**config.mk**
```make
export PLATFORM = sky130hd
export DESIGN_NAME = mesh_router
export DESIGN_NICKNAME = d
export VERILOG_FILES = /design/src/hw/mesh_pkg.sv /design/src/hw/packet_pkg.sv /design/src/hw/pkt_fifo.sv /design/src/hw/route_calc.sv /design/src/hw/rr_pointer.sv /design/src/hw/switch_control.sv /design/src/hw/xbar_switch.sv /design/src/hw/mesh_router.sv
export SDC_FILE = /design/constraint.sdc
export NUM_CORES = 1
export LEC_CHECK = 0
export BUFFER_PORTS_ARGS = -buffer_cell sky130_fd_sc_hd__buf_2
export CAP_MARGIN = 30
export CORE_MARGIN = 10
export CORE_UTILIZATION = 35
export DETAILED_ROUTE_END_ITERATION = 6
export GPL_ROUTABILITY_DRIVEN = 0
export GPL_TIMING_DRIVEN = 0
export SLEW_MARGIN = 15
export SYNTH_ARGS = -nofsm -noshare
export SYNTH_HDL_FRONTEND = slang
export SYNTH_SLANG_ARGS = --single-unit
```
**constraint.sdc**
```tcl
create_clock -name clk -period 7.3 [get_ports clk]
set_clock_uncertainty 0.15 [all_clocks]
set_input_delay 0.365 -clock clk [delete_from_list [all_inputs] [get_ports clk]]
set_output_delay 0.365 -clock clk [all_outputs]
set_load 0.01 [all_outputs]
```
**src/hw/mesh_pkg.sv**
```systemverilog
package mesh_pkg;

  // ------------------------------
  // Router ports
  // ------------------------------
  localparam int NUM_PORTS = 5;  // Core plus four mesh neighbours

  // Port numbering used for indexing every per-port array
  typedef enum logic [2:0] {
    PORT_CORE  = 3'd0,
    PORT_NORTH = 3'd1,
    PORT_EAST  = 3'd2,
    PORT_SOUTH = 3'd3,
    PORT_WEST  = 3'd4
  } port_e;

  // One bit per port, indexed by port_e
  typedef logic [NUM_PORTS-1:0] port_mask_t;

  // ------------------------------
  // Mesh coordinates
  // ------------------------------
  localparam int COORD_W = 4;  // Up to 16 nodes per dimension

  typedef struct packed {
    logic [COORD_W-1:0] x;  // Column, grows towards east
    logic [COORD_W-1:0] y;  // Row, grows towards south
  } coord_t;

endpackage

```
**src/hw/packet_pkg.sv**
```systemverilog
package packet_pkg;

  // ------------------------------
  // Packet payload
  // ------------------------------
  localparam int DATA_W = 8;  // Payload bits per packet

  // Single word packet
  // Validity is not part of the word, it travels on separate wires
  typedef struct packed {
    mesh_pkg::coord_t   dest;    // Destination node
    mesh_pkg::port_e    source;  // Input port the packet entered on
    logic [DATA_W-1:0]  data;    // Payload
  } packet_t;

endpackage

```
**src/hw/pkt_fifo.sv**
```systemverilog
`timescale 1ns/1ns

module pkt_fifo #(
  parameter int FIFO_DEPTH = 4
) (
  input  logic                clk,
  input  logic                reset_n,
  input  packet_pkg::packet_t i_data,      // Packet from upstream
  input  logic                i_push,      // Write strobe
  input  logic                i_pop,       // Head taken by the switch
  output packet_pkg::packet_t o_head,      // Oldest stored packet
  output logic                o_head_val,  // FIFO not empty
  output logic                o_full       // No free entry
);

  localparam int PTR_W = (FIFO_DEPTH > 1) ? $clog2(FIFO_DEPTH) : 1;
  localparam int CNT_W = $clog2(FIFO_DEPTH + 1);

  localparam logic [PTR_W-1:0] LAST_PTR = PTR_W'(FIFO_DEPTH - 1);  // Wrap point
  localparam logic [CNT_W-1:0] FULL_CNT = CNT_W'(FIFO_DEPTH);

  packet_pkg::packet_t mem [FIFO_DEPTH];  // Circular storage

  logic [PTR_W-1:0] wr_ptr;
  logic [PTR_W-1:0] rd_ptr;
  logic [CNT_W-1:0] count;   // Occupancy
  logic             do_push;
  logic             do_pop;

  // A pop frees the entry on the same edge, so a full FIFO can still take a push
  assign do_pop  = i_pop & o_head_val;
  assign do_push = i_push & (~o_full | do_pop);

  // ------------------------------
  // Storage
  // ------------------------------
  always_ff @(posedge clk) begin
    if (do_push) begin
      mem[wr_ptr] <= i_data;
    end
  end

  // ------------------------------
  // Pointers and occupancy
  // ------------------------------
  always_ff @(posedge clk) begin
    if (!reset_n) begin
      wr_ptr <= '0;
      rd_ptr <= '0;
      count  <= '0;
    end else begin
      if (do_push) begin
        wr_ptr <= (wr_ptr == LAST_PTR) ? '0 : wr_ptr + 1'b1;  // Wrap for any depth
      end
      if (do_pop) begin
        rd_ptr <= (rd_ptr == LAST_PTR) ? '0 : rd_ptr + 1'b1;
      end
      case ({do_push, do_pop})
        2'b10:   count <= count + 1'b1;
        2'b01:   count <= count - 1'b1;
        default: count <= count;  // Both or neither leave the level as is
      endcase
    end
  end

  assign o_head     = mem[rd_ptr];       // Only meaningful with o_head_val
  assign o_head_val = (count != '0);
  assign o_full     = (count == FULL_CNT);

endmodule

```
**src/hw/route_calc.sv**
```systemverilog
`timescale 1ns/1ns

module route_calc #(
  parameter int X_NODES = 4,
  parameter int Y_NODES = 4,
  parameter int X_LOC   = 1,
  parameter int Y_LOC   = 1
) (
  input  packet_pkg::packet_t  i_head,      // Packet at the FIFO head
  input  logic                 i_head_val,  // Head holds a packet
  output mesh_pkg::port_mask_t o_req        // One-hot output request
);

  // This router's position at coordinate width
  localparam logic [mesh_pkg::COORD_W-1:0] MY_X = mesh_pkg::COORD_W'(X_LOC);
  localparam logic [mesh_pkg::COORD_W-1:0] MY_Y = mesh_pkg::COORD_W'(Y_LOC);

  // Geometry must fit the coordinate fields and contain this node
  if (X_NODES > 2**mesh_pkg::COORD_W || Y_NODES > 2**mesh_pkg::COORD_W ||
      X_LOC >= X_NODES || Y_LOC >= Y_NODES) begin : g_bad_geometry
    $error("route_calc: router location does not fit the mesh");
  end

  // ------------------------------
  // XY routing
  // ------------------------------
  always_comb begin
    o_req = '0;  // No request without a head packet
    if (i_head_val) begin
      if (i_head.dest.x > MY_X) begin
        o_req[mesh_pkg::PORT_EAST] = 1'b1;   // Resolve X first
      end else if (i_head.dest.x < MY_X) begin
        o_req[mesh_pkg::PORT_WEST] = 1'b1;
      end else if (i_head.dest.y > MY_Y) begin
        o_req[mesh_pkg::PORT_SOUTH] = 1'b1;  // Then Y
      end else if (i_head.dest.y < MY_Y) begin
        o_req[mesh_pkg::PORT_NORTH] = 1'b1;
      end else begin
        o_req[mesh_pkg::PORT_CORE] = 1'b1;   // Arrived
      end
    end
  end

endmodule

```
**src/hw/rr_pointer.sv**
```systemverilog
`timescale 1ns/1ns

module rr_pointer (
  input  logic            clk,
  input  logic            reset_n,
  input  logic            i_advance,  // Output granted this cycle
  input  mesh_pkg::port_e i_winner,   // Input that won
  output mesh_pkg::port_e o_start     // Highest priority input
);

  // Highest port number, wraps back to core
  localparam mesh_pkg::port_e LAST_PORT = mesh_pkg::port_e'(mesh_pkg::NUM_PORTS - 1);

  // Counter modulo NUM_PORTS
  // The winner drops to lowest priority by moving the start just past it
  always_ff @(posedge clk) begin
    if (!reset_n) begin
      o_start <= mesh_pkg::PORT_CORE;
    end else if (i_advance) begin
      if (i_winner == LAST_PORT) begin
        o_start <= mesh_pkg::PORT_CORE;
      end else begin
        o_start <= mesh_pkg::port_e'(i_winner + 3'd1);
      end
    end
  end

endmodule

```
**src/hw/switch_control.sv**
```systemverilog
`timescale 1ns/1ns

module switch_control (
  input  logic                 clk,
  input  logic                 reset_n,
  input  mesh_pkg::port_mask_t i_req [mesh_pkg::NUM_PORTS],    // Per input, one-hot
  input  mesh_pkg::port_mask_t i_slot_free,                    // Per output slot
  output mesh_pkg::port_mask_t o_grant [mesh_pkg::NUM_PORTS],  // Per output, inputs
  output mesh_pkg::port_mask_t o_pop,                          // Per input
  output mesh_pkg::port_mask_t o_load                          // Per output slot
);

  // Slot tracking per output
  typedef enum logic [1:0] {
    ST_IDLE,     // Slot empty
    ST_SERVE,    // Slot loaded on the last edge
    ST_BLOCKED   // Slot held by downstream
  } state_e;

  for (genvar o = 0; o < mesh_pkg::NUM_PORTS; o++) begin : g_out
    mesh_pkg::port_mask_t col_req;  // Inputs that want this output
    mesh_pkg::port_mask_t grant;
    mesh_pkg::port_e      start;    // Round-robin start
    mesh_pkg::port_e      winner;
    logic                 pick_en;
    state_e               state;
    state_e               state_nxt;

    // Gather this output's column of the request matrix
    always_comb begin
      for (int i = 0; i < mesh_pkg::NUM_PORTS; i++) begin
        col_req[i] = i_req[i][o];
      end
    end

    rr_pointer u_rr_pointer (
      .clk       (clk),
      .reset_n   (reset_n),
      .i_advance (|grant),
      .i_winner  (winner),
      .o_start   (start)
    );

    // ------------------------------
    // Arbitration
    // ------------------------------
    // An idle slot is known empty, otherwise it must be draining this edge
    always_comb begin
      case (state)
        ST_IDLE: pick_en = 1'b1;
        default: pick_en = i_slot_free[o];
      endcase
    end

    // First requester at or after the pointer start
    always_comb begin : p_pick
      int   idx;
      logic found;
      grant  = '0;
      winner = mesh_pkg::PORT_CORE;
      found  = 1'b0;
      for (int k = 0; k < mesh_pkg::NUM_PORTS; k++) begin
        idx = int'(start) + k;
        if (idx >= mesh_pkg::NUM_PORTS) begin
          idx = idx - mesh_pkg::NUM_PORTS;  // Wrap around the ring
        end
        if (pick_en && !found && col_req[idx]) begin
          found      = 1'b1;
          grant[idx] = 1'b1;
          winner     = mesh_pkg::port_e'(idx);
        end
      end
    end

    assign o_grant[o] = grant;

    // ------------------------------
    // Output FSM
    // ------------------------------
    always_comb begin
      case (state)
        ST_IDLE:  state_nxt = (|grant) ? ST_SERVE : ST_IDLE;
        default: begin
          if (|grant) begin
            state_nxt = ST_SERVE;    // Reloaded as the old packet leaves
          end else if (i_slot_free[o]) begin
            state_nxt = ST_IDLE;     // Taken downstream, nothing new
          end else begin
            state_nxt = ST_BLOCKED;  // Downstream holding off
          end
        end
      endcase
    end

    always_ff @(posedge clk) begin
      if (!reset_n) begin
        state <= ST_IDLE;
      end else begin
        state <= state_nxt;
      end
    end
  end

  // Each input requests one output, so it is popped at most once
  always_comb begin
    o_pop  = '0;
    o_load = '0;
    for (int o = 0; o < mesh_pkg::NUM_PORTS; o++) begin
      o_load[o] = |o_grant[o];
      o_pop     = o_pop | o_grant[o];
    end
  end

endmodule

```
**src/hw/xbar_switch.sv**
```systemverilog
`timescale 1ns/1ns

module xbar_switch (
  input  logic                 clk,
  input  logic                 reset_n,
  input  packet_pkg::packet_t  i_heads [mesh_pkg::NUM_PORTS],  // FIFO heads per input
  input  mesh_pkg::port_mask_t i_grant [mesh_pkg::NUM_PORTS],  // Per output, inputs
  input  mesh_pkg::port_mask_t i_load,                         // Slot write strobes
  input  mesh_pkg::port_mask_t i_en,                           // Downstream ready
  output mesh_pkg::port_mask_t o_slot_free,                    // Slot can load this edge
  output packet_pkg::packet_t  o_data [mesh_pkg::NUM_PORTS],
  output mesh_pkg::port_mask_t o_data_val
);

  packet_pkg::packet_t sel [mesh_pkg::NUM_PORTS];  // Mux outputs

  // ------------------------------
  // Crossbar multiplexers
  // ------------------------------
  always_comb begin
    for (int o = 0; o < mesh_pkg::NUM_PORTS; o++) begin
      sel[o] = '0;
      for (int i = 0; i < mesh_pkg::NUM_PORTS; i++) begin
        if (i_grant[o][i]) begin
          sel[o] = i_heads[i];  // Grant is one-hot per output
        end
      end
    end
  end

  // ------------------------------
  // Output slots
  // ------------------------------
  always_ff @(posedge clk) begin
    for (int o = 0; o < mesh_pkg::NUM_PORTS; o++) begin
      if (i_load[o]) begin
        o_data[o] <= sel[o];
      end
    end
  end

  always_ff @(posedge clk) begin
    if (!reset_n) begin
      o_data_val <= '0;
    end else begin
      for (int o = 0; o < mesh_pkg::NUM_PORTS; o++) begin
        if (i_load[o]) begin
          o_data_val[o] <= 1'b1;  // New packet replaces any taken one
        end else if (i_en[o]) begin
          o_data_val[o] <= 1'b0;  // Taken downstream
        end
      end
    end
  end

  // Empty, or emptied on this edge
  assign o_slot_free = ~o_data_val | i_en;

endmodule

```
**src/hw/mesh_router.sv**
```systemverilog
`timescale 1ns/1ns

module mesh_router #(
  parameter int X_NODES    = 4,
  parameter int Y_NODES    = 4,
  parameter int X_LOC      = 1,
  parameter int Y_LOC      = 1,
  parameter int FIFO_DEPTH = 4
) (
  input  logic                 clk,
  input  logic                 reset_n,
  // Upstream side
  input  packet_pkg::packet_t  i_data [mesh_pkg::NUM_PORTS],
  input  mesh_pkg::port_mask_t i_data_val,
  output mesh_pkg::port_mask_t o_en,
  // Downstream side
  input  mesh_pkg::port_mask_t i_en,
  output packet_pkg::packet_t  o_data [mesh_pkg::NUM_PORTS],
  output mesh_pkg::port_mask_t o_data_val
);

  packet_pkg::packet_t  head [mesh_pkg::NUM_PORTS];   // FIFO heads
  mesh_pkg::port_mask_t req [mesh_pkg::NUM_PORTS];    // Per input requests
  mesh_pkg::port_mask_t grant [mesh_pkg::NUM_PORTS];  // Per output grants
  mesh_pkg::port_mask_t head_val;
  mesh_pkg::port_mask_t fifo_full;
  mesh_pkg::port_mask_t pop;
  mesh_pkg::port_mask_t load;
  mesh_pkg::port_mask_t slot_free;

  // ------------------------------
  // Input ports
  // ------------------------------
  for (genvar p = 0; p < mesh_pkg::NUM_PORTS; p++) begin : g_in
    assign o_en[p] = ~fifo_full[p];  // Upstream may send unless full

    pkt_fifo #(
      .FIFO_DEPTH (FIFO_DEPTH)
    ) u_pkt_fifo (
      .clk        (clk),
      .reset_n    (reset_n),
      .i_data     (i_data[p]),
      .i_push     (i_data_val[p] & o_en[p]),
      .i_pop      (pop[p]),
      .o_head     (head[p]),
      .o_head_val (head_val[p]),
      .o_full     (fifo_full[p])
    );

    route_calc #(
      .X_NODES (X_NODES),
      .Y_NODES (Y_NODES),
      .X_LOC   (X_LOC),
      .Y_LOC   (Y_LOC)
    ) u_route_calc (
      .i_head     (head[p]),
      .i_head_val (head_val[p]),
      .o_req      (req[p])
    );
  end

  // ------------------------------
  // Switch
  // ------------------------------
  switch_control u_switch_control (
    .clk         (clk),
    .reset_n     (reset_n),
    .i_req       (req),
    .i_slot_free (slot_free),
    .o_grant     (grant),
    .o_pop       (pop),
    .o_load      (load)
  );

  xbar_switch u_xbar_switch (
    .clk         (clk),
    .reset_n     (reset_n),
    .i_heads     (head),
    .i_grant     (grant),
    .i_load      (load),
    .i_en        (i_en),
    .o_slot_free (slot_free),
    .o_data      (o_data),
    .o_data_val  (o_data_val)
  );

endmodule

```
==> flow_metrics.py <==
metrics = {
    "outcome": {
        "outcome": "complete, but fails checks",
        "violations": "design-rule violations",
    },
    "setup_path": {
        "critical_path.startpoint_type": "flop",
        "reg2regPathDepth": 23,
        "worstPathRequired_ns": 7.72,
        "critPathMaxFanout": 11,
        "criticalPathCategory": "flop to flop",
        "rrSetupSlack_ns": 0.51,
        "worstReg2RegEnd": "g_in[2].u_pkt_fifo.count[2]$_SDFFE_PN0P_",
        "cp.arrival_ns": 7.21,
        "endpoint_kind": "flop",
    },
    "clock_network": {
        "post_cts_buffers": 0,
        "clock_path_buffers": 3,
        "cts.reportedPaths.clkPinSlew_ns": 0.06,
        "clock_latency_ns": 0.67,
        "cts_tree": "done",
        "root_buffer": "clkbuf_16",
        "cts_made_buffers": 59,
        "cts.htree.levels": 2,
        "cts_sinks": 550,
    },
    "global_routing": {
        "grt_overflow": 0,
        "grt_use_total_pct": 19.55,
        "grt_pass1_wl_um": 153500,
        "grt_pass1_vias": 23570,
        "grt_max_degree": 27,
        "antenna_found_initial": 9,
    },
    "sta": {
        "holdWs_ns": 0.04647,
        "setup_viol": 0,
        "fin_crit_ns": 6.795,
        "timing.final.ws_setup_ns": 0.5054,
        "hold_viol": 0,
        "drv_slew": 0,
        "slew_headroom_pct": 30.04,
        "maxClockFrequency_ghz": 0.1472,
        "rsz0062_at_grt": "no",
        "period_share_pct": 93.08,
        "worst_pin_slew_ns": 1.049,
    },
    "routing": {
        "vias_per_cell": 5.802,
        "drt_iter0_markers": 2729,
        "wl_um": 103900,
        "drt_pass1_iterations": 7,
        "wl_per_cell_um": 24.50,
        "vias": 24610,
        "drc_errors": 14,
        "ant_nets": 0,
    },
    "pwr": {
        "leakage_nw": 13.40,
        "vdd_drop_max_mv": 0.3009,
        "p_total_mw": 19.44,
        "powerDensity_nw_per_um2": 523.2,
    },
    "synthesis": {
        "synthArstFlopShare_pct": 0,
        "ys_warn_count": 0,
        "avgSynthCellArea_um2": 11.93,
        "synth_cell_type_count": 109,
        "synth_cells": 2604,
        "ys.flop_type": "edfxtp_1",
        "syn_area_um2": 31070,
        "synth_edf_count": 475,
        "ys_ff_latch": 550,
        "yosysSeqAreaShare_pct": 50.74,
    },
    "cells_and_area": {
        "layout_commonest_cell": "edfxtp_1",
        "finalNetCount": 3286,
        "final_util_pct": 42.10,
        "stdcell_count": 4242,
        "area_delta_synth_final_pct": 19.57,
        "fillers": 8228,
        "final_cell_mix": "edfxtp_1, buf_2, nand2_1",
        "drive_above_1_share_pct": 18.18,
    },
    "placed_design": {
        "dp_cells": 4023,
        "port_buffers": 211,
        "preCtsSetupSlack_ns": 0.2221,
        "dp_hpwl_um": 78340,
    },
    "floorplan": {
        "ios": 212,
        "die_w_um": 318.0,
        "rows": 109,
        "start_util_pct": 35.21,
        "die_h_um": 318.0,
        "die_area_um2": 101100,
        "core_area_um2": 88240,
    },
    "hold_path": {
        "hold_path_end": "g_in[2].u_pkt_fifo.wr_ptr[0]$_SDFFE_PN0P_",
        "hp-class": "input port to flop",
        "min_from": "i_data_val[2]",
        "hold_depth": 4,
    },
    "job": {
        "maxCapViolations": 0,
    },
}
## kinds of logic (layout without fill, tap and decap cells)
kind of cell	count (synthesis)	count (layout)	synth area share [%]
AO/OA/AOI/OAI	599	599	14.24
XOR/XNOR	55	55	1.550
adder cells (fa/ha/maj)	152	152	6.362
buffers and inverters	235	687	3.129
flip-flops	550	550	50.74
multiplexers	179	179	9.821
other	1	22	0.01207
AND/OR/NAND/NOR	833	833	14.15
## power breakdown
group	switching (mW)	internal, mW
clock	1.32	1.70
combinational	7.62	3.93
sequential	0.318	4.54
total	9.26	10.2
## stage by stage
step | setup TNS, ns | area, um2
2_1_floorplan | 0 | 31140
3_3_place_gp | -0.1692 | 33660
3_5_place_dp | 0 | 34070
4_1_cts | 0 | 37030
5_1_grt | 0 | 37150
6_report | 0 | 37150
## synth_stat cells, types with 17 or more instances
master,instances,area [um2]
dfxtp_1,75,1501
a22oi_1,30,225.2
edfxtp_1,475,14260
o22ai_1,38,237.7
o21ai_0,61,305.3
nand4_1,34,212.7
a31oi_1,21,131.4
o31ai_1,18,135.1
nand2_1,187,701.9
nor2b_1,28,175.2
clkbuf_1,83,311.6
o221ai_1,25,219.0
a21oi_1,114,570.6
or3_1,38,237.7
mux2_2,17,191.4
o21a_1,29,217.7
nor2_1,182,683.2
inv_1,106,397.9
and2_1,27,168.9
a21o_1,17,127.6
xnor2_1,39,341.6
o211ai_1,18,135.1
nor3_1,75,375.4
mux2i_1,63,630.6
ha_1,142,1777
nand3_1,73,365.4
mux4_2,99,2230
and3_1,35,219.0
nand2b_1,32,200.2
a221oi_1,47,411.6
buf_2,21,105.1
## worst max-delay path: stages (launching register included)
cell,delay [ns]
dfxtp_1,0.41
clkbuf_1,0.43
inv_2,0.23
ha_1,0.29
ha_1,0.27
clkbuf_1,0.28
inv_1,0.20
o21ai_0,0.47
xnor2_1,0.39
mux2i_1,0.29
o22ai_1,0.15
nor3_1,0.47
nand2_1,0.13
o311ai_0,0.57
buf_2,0.27
nor2_1,0.06
and4_1,0.31
inv_1,0.10
ha_1,0.18
inv_1,0.06
fa_1,0.38
xor2_1,0.15
or3_1,0.30
a21oi_1,0.14
## state kept, by name, summed over array words and instances, names as in the netlist, named ones only
| register | count |
|---|---|
| g_in.u_pkt_fifo.wr_ptr | 10 |
| u_xbar_switch.o_data | 95 |
| g_in.u_pkt_fifo.rd_ptr | 10 |
| g_in.u_pkt_fifo.mem | 380 |
| g_in.u_pkt_fifo.count | 15 |
| u_switch_control.g_out.state | 10 |
| u_xbar_switch.o_data_val | 5 |
| u_switch_control.g_out.u_rr_pointer.o_start | 15 |
## what timing repair did
action                     in CTS  in global routing
hold buffers                  100                  0
gates resized for setup         0                  3
hold endpoints to repair      386                  0
setup endpoints to repair       0                  8
## how the worst max path moves through the flow
stage	from	end	slack (ns)	cells past startpoint
final	flop	g_in[2].u_pkt_fifo.count[2]$_SDFFE_PN0P_	0.51	23
after global routing	flop	g_in[0].u_pkt_fifo.count[2]$_SDFFE_PN0P_	0.20	21
after CTS	flop	g_in[0].u_pkt_fifo.count[2]$_SDFFE_PN0P_	0.11	22
after detailed placement	flop	g_in[0].u_pkt_fifo.count[2]$_SDFFE_PN0P_	0.22	22
after global placement	flop	g_in[0].u_pkt_fifo.count[2]$_SDFFE_PN0P_	-0.17	22
after floorplan	flop	g_in[0].u_pkt_fifo.count[2]$_SDFFE_PN0P_	1.79	21
## final cells by class
class	count	area [um2]	share of cell area, %
Sequential cell	550	15770	42.43
Antenna cell	2	5.005	0.01347
Inverter	112	420.4	1.132
Clock inverter	40	422.9	1.138
Tap cell	1165	1458	3.923
Timing Repair Buffer	344	2566	6.907
Buffer	122	551.8	1.485
Multi-Input combinational cell	1838	14430	38.84
Clock buffer	69	1534	4.129
## metal layers
metal	share of wire, %	vias up	track usage [%]
met2	45	1295	30.33
met1	41	12010	26.00
li1	-	11050	-
met4	4.2	4	7.671
met5	0.019	-	0
met3	9.7	258	4.771
No activity file was read; power rests on OpenSTA's default activity.
